File: config.mk
export PLATFORM = sky130hd
export DESIGN_NAME = stream_proc_top
export DESIGN_NICKNAME = d
export VERILOG_FILES = /design/src/logic/stream_pkg.sv /design/src/logic/stream_alu.sv /design/src/logic/stream_cfg_regs.sv /design/src/logic/stream_ff.sv /design/src/logic/stream_proc_top.sv
export VERILOG_INCLUDE_DIRS = /design/src /design/src/logic
export SDC_FILE = /design/constraint.sdc
export NUM_CORES = 1
export LEC_CHECK = 0
export BUFFER_PORTS_ARGS = -buffer_cell sky130_fd_sc_hd__buf_2
export CORE_MARGIN = 3
export CORE_UTILIZATION = 30
export DETAILED_ROUTE_END_ITERATION = 10
export GPL_ROUTABILITY_DRIVEN = 0
export GPL_TIMING_DRIVEN = 0
export PLACE_DENSITY = 0.45
export SYNTH_ARGS = -nofsm -noshare
export SYNTH_HDL_FRONTEND = slang
export SYNTH_SLANG_ARGS = --single-unit
File: constraint.sdc
create_clock -name clk -period 5.3 [get_ports clk]
set_clock_uncertainty 0.15 [all_clocks]
set_input_delay 1.06 -clock clk [delete_from_list [all_inputs] [get_ports clk]]
set_output_delay 1.06 -clock clk [all_outputs]
set_load 0.005 [all_outputs]
File: src/logic/stream_defs.svh
// Data and AXI4-Lite widths plus byte offsets of the register map
`ifndef STREAM_DEFS_SVH
`define STREAM_DEFS_SVH

`define STREAM_DATA_W 16

`define AXIL_ADDR_W 4
`define AXIL_DATA_W 32

// Register offsets
`define REG_CTRL    4'h0
`define REG_OP      4'h4
`define REG_OPERAND 4'h8
`define REG_COUNT   4'hC

`endif

File: src/logic/stream_pkg.sv
// Beat and configuration types used across the stream pipeline and its register block
`include "stream_defs.svh"

package stream_pkg;

    typedef enum logic [1:0] {
        OP_PASS = 2'd0,
        OP_ADD  = 2'd1,
        OP_SUB  = 2'd2,
        OP_XOR  = 2'd3
    } op_e;

    // Payload of every stream port
    typedef struct packed {
        logic [`STREAM_DATA_W-1:0] data;
        logic                      last;
    } beat_t;

    typedef struct packed {
        logic                      enable;
        op_e                       op;
        logic [`STREAM_DATA_W-1:0] operand;
    } cfg_t;

endpackage

File: src/logic/stream_alu.sv
// One-beat registered stage with wrap-around arithmetic and a free-running 32-bit delivery count
`timescale 1ns/1ps
`include "stream_defs.svh"

module stream_alu (
    input  logic              clk,
    input  logic              reset,
    input  stream_pkg::cfg_t  cfg,
    input  stream_pkg::beat_t s_beat,
    input  logic              s_valid,
    output logic              s_ready,
    output stream_pkg::beat_t m_beat,
    output logic              m_valid,
    input  logic              m_ready,
    output logic [31:0]       beat_count
);

    logic [`STREAM_DATA_W-1:0] result;
    logic                      advance;
    logic                      valid_q;
    stream_pkg::beat_t         beat_q;

    always_comb begin
        case (cfg.op)
            stream_pkg::OP_ADD: result = s_beat.data + cfg.operand;
            stream_pkg::OP_SUB: result = s_beat.data - cfg.operand;
            stream_pkg::OP_XOR: result = s_beat.data ^ cfg.operand;
            default:            result = s_beat.data;
        endcase
    end

    // Stage moves only when enabled and the held result can leave
    assign advance = cfg.enable && (!valid_q || m_ready);
    assign s_ready = advance;

    always_ff @(posedge clk) begin
        if (reset) begin
            valid_q <= 1'b0;
        end else if (advance) begin
            valid_q <= s_valid;
        end
    end

    always_ff @(posedge clk) begin
        if (advance && s_valid) begin
            beat_q.data <= result;
            beat_q.last <= s_beat.last;
        end
    end

    assign m_beat  = beat_q;
    assign m_valid = valid_q && cfg.enable;

    always_ff @(posedge clk) begin
        if (reset) begin
            beat_count <= '0;
        end else if (m_valid && m_ready) begin
            beat_count <= beat_count + 32'd1;
        end
    end

endmodule

File: src/logic/stream_cfg_regs.sv
// Full-word AXI4-Lite slave with OKAY-only responses and one transaction in flight per direction
`timescale 1ns/1ps
`include "stream_defs.svh"

module stream_cfg_regs (
    input  logic                    clk,
    input  logic                    reset,
    input  logic [`AXIL_ADDR_W-1:0] awaddr,
    input  logic                    awvalid,
    output logic                    awready,
    input  logic [`AXIL_DATA_W-1:0] wdata,
    input  logic                    wvalid,
    output logic                    wready,
    output logic [1:0]              bresp,
    output logic                    bvalid,
    input  logic                    bready,
    input  logic [`AXIL_ADDR_W-1:0] araddr,
    input  logic                    arvalid,
    output logic                    arready,
    output logic [`AXIL_DATA_W-1:0] rdata,
    output logic [1:0]              rresp,
    output logic                    rvalid,
    input  logic                    rready,
    output stream_pkg::cfg_t        cfg,
    input  logic [31:0]             beat_count
);

    logic                    wr_fire;
    logic                    rd_fire;
    logic [`AXIL_DATA_W-1:0] rd_word;

    // awready and wready always pulse together
    assign wr_fire = awvalid && wvalid && awready;
    assign rd_fire = arvalid && arready;

    assign bresp = 2'b00;
    assign rresp = 2'b00;

    always_ff @(posedge clk) begin
        if (reset) begin
            awready <= 1'b0;
            wready  <= 1'b0;
            bvalid  <= 1'b0;
        end else begin
            awready <= 1'b0;
            wready  <= 1'b0;
            if (awvalid && wvalid && !awready && !bvalid) begin
                awready <= 1'b1;
                wready  <= 1'b1;
            end
            if (wr_fire) begin
                bvalid <= 1'b1;
            end else if (bvalid && bready) begin
                bvalid <= 1'b0;
            end
        end
    end

    always_ff @(posedge clk) begin
        if (reset) begin
            cfg <= '{enable: 1'b0, op: stream_pkg::OP_PASS, operand: '0};
        end else if (wr_fire) begin
            case (awaddr)
                `REG_CTRL:    cfg.enable  <= wdata[0];
                `REG_OP:      cfg.op      <= stream_pkg::op_e'(wdata[1:0]);
                `REG_OPERAND: cfg.operand <= wdata[`STREAM_DATA_W-1:0];
                // COUNT and unmapped offsets take no write
                default: ;
            endcase
        end
    end

    always_comb begin
        rd_word = '0;
        case (araddr)
            `REG_CTRL:    rd_word[0]                  = cfg.enable;
            `REG_OP:      rd_word[1:0]                = cfg.op;
            `REG_OPERAND: rd_word[`STREAM_DATA_W-1:0] = cfg.operand;
            `REG_COUNT:   rd_word                     = beat_count;
            default:      rd_word                     = '0;
        endcase
    end

    always_ff @(posedge clk) begin
        if (reset) begin
            arready <= 1'b0;
            rvalid  <= 1'b0;
        end else begin
            arready <= arvalid && !arready && !rvalid;
            if (rd_fire) begin
                rvalid <= 1'b1;
            end else if (rvalid && rready) begin
                rvalid <= 1'b0;
            end
        end
    end

    always_ff @(posedge clk) begin
        if (rd_fire) begin
            rdata <= rd_word;
        end
    end

endmodule

File: src/logic/stream_ff.sv
// Handshakes are masked while cke is low so a frozen slice neither accepts nor delivers a beat
`timescale 1ns/1ps

module stream_ff #(
    parameter bit S_REGS = 1'b1,
    parameter bit M_REGS = 1'b1
) (
    input  logic              clk,
    input  logic              reset,
    input  logic              cke,
    input  stream_pkg::beat_t s_beat,
    input  logic              s_valid,
    output logic              s_ready,
    output stream_pkg::beat_t m_beat,
    output logic              m_valid,
    input  logic              m_ready
);

    stream_pkg::beat_t mid_beat;
    logic              mid_valid;
    logic              mid_ready;

    if (S_REGS) begin : g_skid
        logic              ready_q;
        logic              ready_d;
        logic              buf_valid_q;
        logic              buf_valid_d;
        logic              buf_load;
        stream_pkg::beat_t buf_beat_q;

        always_comb begin
            ready_d     = ready_q;
            buf_valid_d = buf_valid_q;
            buf_load    = 1'b0;
            if (s_valid && ready_q && !buf_valid_q && !mid_ready) begin
                // Downstream stalled so park the beat and close the input
                ready_d     = 1'b0;
                buf_valid_d = 1'b1;
                buf_load    = 1'b1;
            end else begin
                if (mid_ready) begin
                    buf_valid_d = 1'b0;
                end
                if (!mid_valid || mid_ready) begin
                    ready_d = 1'b1;
                end
            end
        end

        always_ff @(posedge clk) begin
            if (reset) begin
                ready_q     <= 1'b0;
                buf_valid_q <= 1'b0;
            end else if (cke) begin
                ready_q     <= ready_d;
                buf_valid_q <= buf_valid_d;
            end
        end

        always_ff @(posedge clk) begin
            if (cke && buf_load) begin
                buf_beat_q <= s_beat;
            end
        end

        // Skid entry has priority since it arrived first
        assign mid_beat  = buf_valid_q ? buf_beat_q : s_beat;
        assign mid_valid = buf_valid_q || (s_valid && ready_q);
        assign s_ready   = ready_q && cke;
    end else begin : g_s_bypass
        assign mid_beat  = s_beat;
        assign mid_valid = s_valid;
        assign s_ready   = mid_ready && cke;
    end

    if (M_REGS) begin : g_out_reg
        logic              valid_q;
        stream_pkg::beat_t beat_q;

        always_ff @(posedge clk) begin
            if (reset) begin
                valid_q <= 1'b0;
            end else if (cke && mid_ready) begin
                valid_q <= mid_valid;
            end
        end

        always_ff @(posedge clk) begin
            if (cke && mid_ready && mid_valid) begin
                beat_q <= mid_beat;
            end
        end

        assign mid_ready = !valid_q || m_ready;
        assign m_beat    = beat_q;
        assign m_valid   = valid_q && cke;
    end else begin : g_m_bypass
        assign mid_ready = m_ready;
        assign m_beat    = mid_beat;
        assign m_valid   = mid_valid && cke;
    end

endmodule

File: src/logic/stream_proc_top.sv
// Input slice then ALU then output slice with the register enable freezing every stage
`timescale 1ns/1ps
`include "stream_defs.svh"

module stream_proc_top (
    input  logic                    clk,
    input  logic                    reset,
    input  logic [`AXIL_ADDR_W-1:0] awaddr,
    input  logic                    awvalid,
    output logic                    awready,
    input  logic [`AXIL_DATA_W-1:0] wdata,
    input  logic                    wvalid,
    output logic                    wready,
    output logic [1:0]              bresp,
    output logic                    bvalid,
    input  logic                    bready,
    input  logic [`AXIL_ADDR_W-1:0] araddr,
    input  logic                    arvalid,
    output logic                    arready,
    output logic [`AXIL_DATA_W-1:0] rdata,
    output logic [1:0]              rresp,
    output logic                    rvalid,
    input  logic                    rready,
    input  stream_pkg::beat_t       s_beat,
    input  logic                    s_valid,
    output logic                    s_ready,
    output stream_pkg::beat_t       m_beat,
    output logic                    m_valid,
    input  logic                    m_ready
);

    stream_pkg::cfg_t  cfg;
    logic [31:0]       beat_count;
    stream_pkg::beat_t in_beat;
    logic              in_valid;
    logic              in_ready;
    stream_pkg::beat_t alu_beat;
    logic              alu_valid;
    logic              alu_ready;

    stream_ff #(
        .S_REGS (1'b1),
        .M_REGS (1'b1)
    ) i_in_ff (
        .clk     (clk),
        .reset   (reset),
        .cke     (cfg.enable),
        .s_beat  (s_beat),
        .s_valid (s_valid),
        .s_ready (s_ready),
        .m_beat  (in_beat),
        .m_valid (in_valid),
        .m_ready (in_ready)
    );

    stream_alu i_alu (
        .clk        (clk),
        .reset      (reset),
        .cfg        (cfg),
        .s_beat     (in_beat),
        .s_valid    (in_valid),
        .s_ready    (in_ready),
        .m_beat     (alu_beat),
        .m_valid    (alu_valid),
        .m_ready    (alu_ready),
        .beat_count (beat_count)
    );

    stream_ff #(
        .S_REGS (1'b0),
        .M_REGS (1'b1)
    ) i_out_ff (
        .clk     (clk),
        .reset   (reset),
        .cke     (cfg.enable),
        .s_beat  (alu_beat),
        .s_valid (alu_valid),
        .s_ready (alu_ready),
        .m_beat  (m_beat),
        .m_valid (m_valid),
        .m_ready (m_ready)
    );

    stream_cfg_regs i_cfg (
        .clk        (clk),
        .reset      (reset),
        .awaddr     (awaddr),
        .awvalid    (awvalid),
        .awready    (awready),
        .wdata      (wdata),
        .wvalid     (wvalid),
        .wready     (wready),
        .bresp      (bresp),
        .bvalid     (bvalid),
        .bready     (bready),
        .araddr     (araddr),
        .arvalid    (arvalid),
        .arready    (arready),
        .rdata      (rdata),
        .rresp      (rresp),
        .rvalid     (rvalid),
        .rready     (rready),
        .cfg        (cfg),
        .beat_count (beat_count)
    );

endmodule

==> results_dict.tcl <==
set metrics [dict create \
    status "finished, final reports clean" \
    totalWireLength_mm 19.0 \
    routedWlPerCell_um 16.7 \
    root_buffer "clkbuf_16" \
    netlist_top_cells_count "edfxtp_1 (100), nor2_1 (84), dfxtp_1 (60), nand2_1 (34), a21oi_1 (32)" \
    synth_largest_area_cell "edfxtp_1" \
    post_cts_hold_buffer_count 0 \
    finalHoldViolCount 0 \
    clk_latency_ns 0.42 \
    p_seq_frac 0.491 \
    first_global_vias 5533 \
    synth.top_cell.area_share 0.392 \
    dieArea_um2 27500 \
    start_util 0.310 \
    syn_area_um2 7650 \
    antenna_found_initial 1 \
    synth_most_common_cell "edfxtp_1" \
    port_buffers 104 \
    fmaxAchievable_ghz 0.268 \
    cts.sinks 160 \
    dp_hpwl_mm 14.3 \
    maxSlewHeadroom 0.456 \
    cp_top_family "compound AO/OA/AOI/OAI gates" \
    arrival_ns 3.73 \
    htreeDepth 4 \
    rsz0062_at_grt "no" \
    viasPerCell 4.83 \
    drv_slew 0 \
    post_cts_resized 0 \
    required_ns 5.30 \
    power_leakage_nw 3.58 \
    comb_power_share 0.027 \
    grt_pass1_wl_mm 30.3 \
    die_x_um 166 \
    ys.flop_type "edfxtp_1" \
    seq_area_frac_synth 0.549 \
    firstDrtPassIters 4 \
    power_mw 2.69 \
    syn_avg_cell_area_um2 11.3 \
    min_period_ns 3.73 \
    crit_chain "ha_1 > clkbuf_1 > a21oi_1 > xnor2_1 > ha_1 > a21oi_1 > o21ai_0 > a31oi_1 > o21ai_0 > xnor2_1 > o21ai_1" \
    fillers 2480 \
    finalNetCount 892 \
    grt_max_degree 34 \
    vdd_drop_max_mv 0.160 \
    ant_nets 0 \
    pin_count 126 \
    syn_inst 675 \
    clock_path_buffers 2 \
    crit_type "reg2reg" \
    grt_use_total 0.140 \
    critPathMaxStageDelay_ns 0.53 \
    tns_ns 0 \
    setup_violations 0 \
    endpoint_kind "flip-flop" \
    stdcell_area_um2 9290 \
    crit_buf_inv 1 \
    clk_pin_slew_worst_paths_ns 0.06 \
    power_density_nw_per_um2 290 \
    antenna_cells 0 \
    cp_max_fo 10 \
    rows 57 \
    swShare 0.206 \
    async_flop_share 0 \
    pwr-share-clk 0.482 \
    synth_edf_count 100 \
    drv_cap 0 \
    worst_path_max_delay_cell "a31oi_1" \
    synth_area_leaders "edfxtp_1 (39%), dfxtp_1 (16%), mux2_2 (4.6%)" \
    coreArea_um2 24700 \
    worst_pin_slew_ns 0.809 \
    synth_warnings 0 \
    cts_made_buffers 17 \
    p_sw_uw 555 \
    overflow 0 \
    drcViolationCount 0 \
    area_growth_pct 21.3 \
    hp-class "reg2reg" \
    cp-start-kind "flip-flop" \
    synth_cell_types 63 \
    period_share 0.704 \
    p_int_mw 2.13 \
    yosys_register_bits 160 \
    vias 5508 \
    die_y_um 166 \
    placed_cell_area_um2 8670 \
    drive_above_1_share 0.236 \
    cts_tree "done" \
    post_cts_buffers 0 \
    dr.first_iter.drc_count 243 \
]
[routing by layer]
metal | global-route usage | part of all wire
met2 | 0.216 | 0.45
met1 | 0.193 | 0.48
met4 | 0.0528 | 0.021
met3 | 0.0298 | 0.043
met5 | 0 | 0.00047
[stage by stage]
step | worst slack, ns | util | cells | hold WS [ns]
floorplan | 1.22 | - | 678 | 0.250
global placement | 0.00108 | 0.348 | 1106 | 0.255
detailed placement | 1.62 | 0.351 | 1110 | 0.255
CTS | 1.61 | 0.376 | 1141 | 0.268
global route | 1.29 | 0.376 | 1141 | 0.272
finish | 1.57 | 0.376 | 1141 | 0.267
[worst paths after layout]
kind | start | to | slack, ns | cells past startpoint
worst min-delay path | i_alu.m_beat[1] | i_out_ff.m_beat[1] | 0.27 | 0
worst max-delay path | i_cfg.cfg[17] | i_alu.m_beat[16] | 1.57 | 11
worst min register to register | i_alu.m_beat[1] | i_out_ff.m_beat[1] | 0.27 | 0
worst max register to register | i_cfg.cfg[17] | i_alu.m_beat[16] | 1.57 | 11
[state kept, by name (all words and copies together), names as in the netlist, 17 cells and up]
| name | cells |
|---|---|
| i_alu.m_beat | 17 |
| i_alu.beat_count | 32 |
| i_in_ff.m_beat | 17 |
| i_cfg.cfg | 19 |
| i_in_ff.g_skid.buf_beat_q | 17 |
| i_out_ff.m_beat | 17 |
| i_cfg.rdata | 32 |
[final cells by class]
type,count,area [µm²],area share
Timing Repair Buffer,108,577,0.0621
Inverter,17,63.8,0.00687
Sequential cell,160,4200,0.453
Clock buffer,20,468,0.0504
Multi-Input combinational cell,464,3200,0.345
Buffer,37,220,0.0237
Tap cell,324,405,0.0437
Clock inverter,11,149,0.0160
[logic make-up (layout without fill, tap and decap cells)]
family | count (synthesis) | after routing | share of synthesized area
xor gates and xnor gates | 56 | 56 | 0.0651
and+or+nand+nor | 221 | 221 | 0.146
AOI/OAI and AO/OA | 113 | 113 | 0.0963
other | 1 | 4 | 0.000490
muxes | 49 | 49 | 0.0708
DFF | 160 | 160 | 0.549
adders and majority gates | 21 | 21 | 0.0353
buffers and inverters | 54 | 193 | 0.0371
[cells in the final DEF (no fill, tap or decap), types with 21 or more instances in the layout]
cell type  count
a21oi_1       31
and2_1        21
buf_2        107
clkbuf_1      24
dfxtp_1       60
edfxtp_1     100
mux2_2        31
nand2_1       34
nor2_1        83
xnor2_1       25
xor2_1        30
[power groups by stage]
stage / registers [mW] / clock network, mW / logic, mW
floorplan: 1.35 / 0 / 0.0325
global placement: 1.35 / 0 / 0.0718
detailed placement: 1.35 / 0 / 0.0726
CTS: 1.32 / 1.33 / 0.0733
global route: 1.32 / 1.37 / 0.0810
finish: 1.32 / 1.30 / 0.0722
Power figures use the tool's default switching activity.
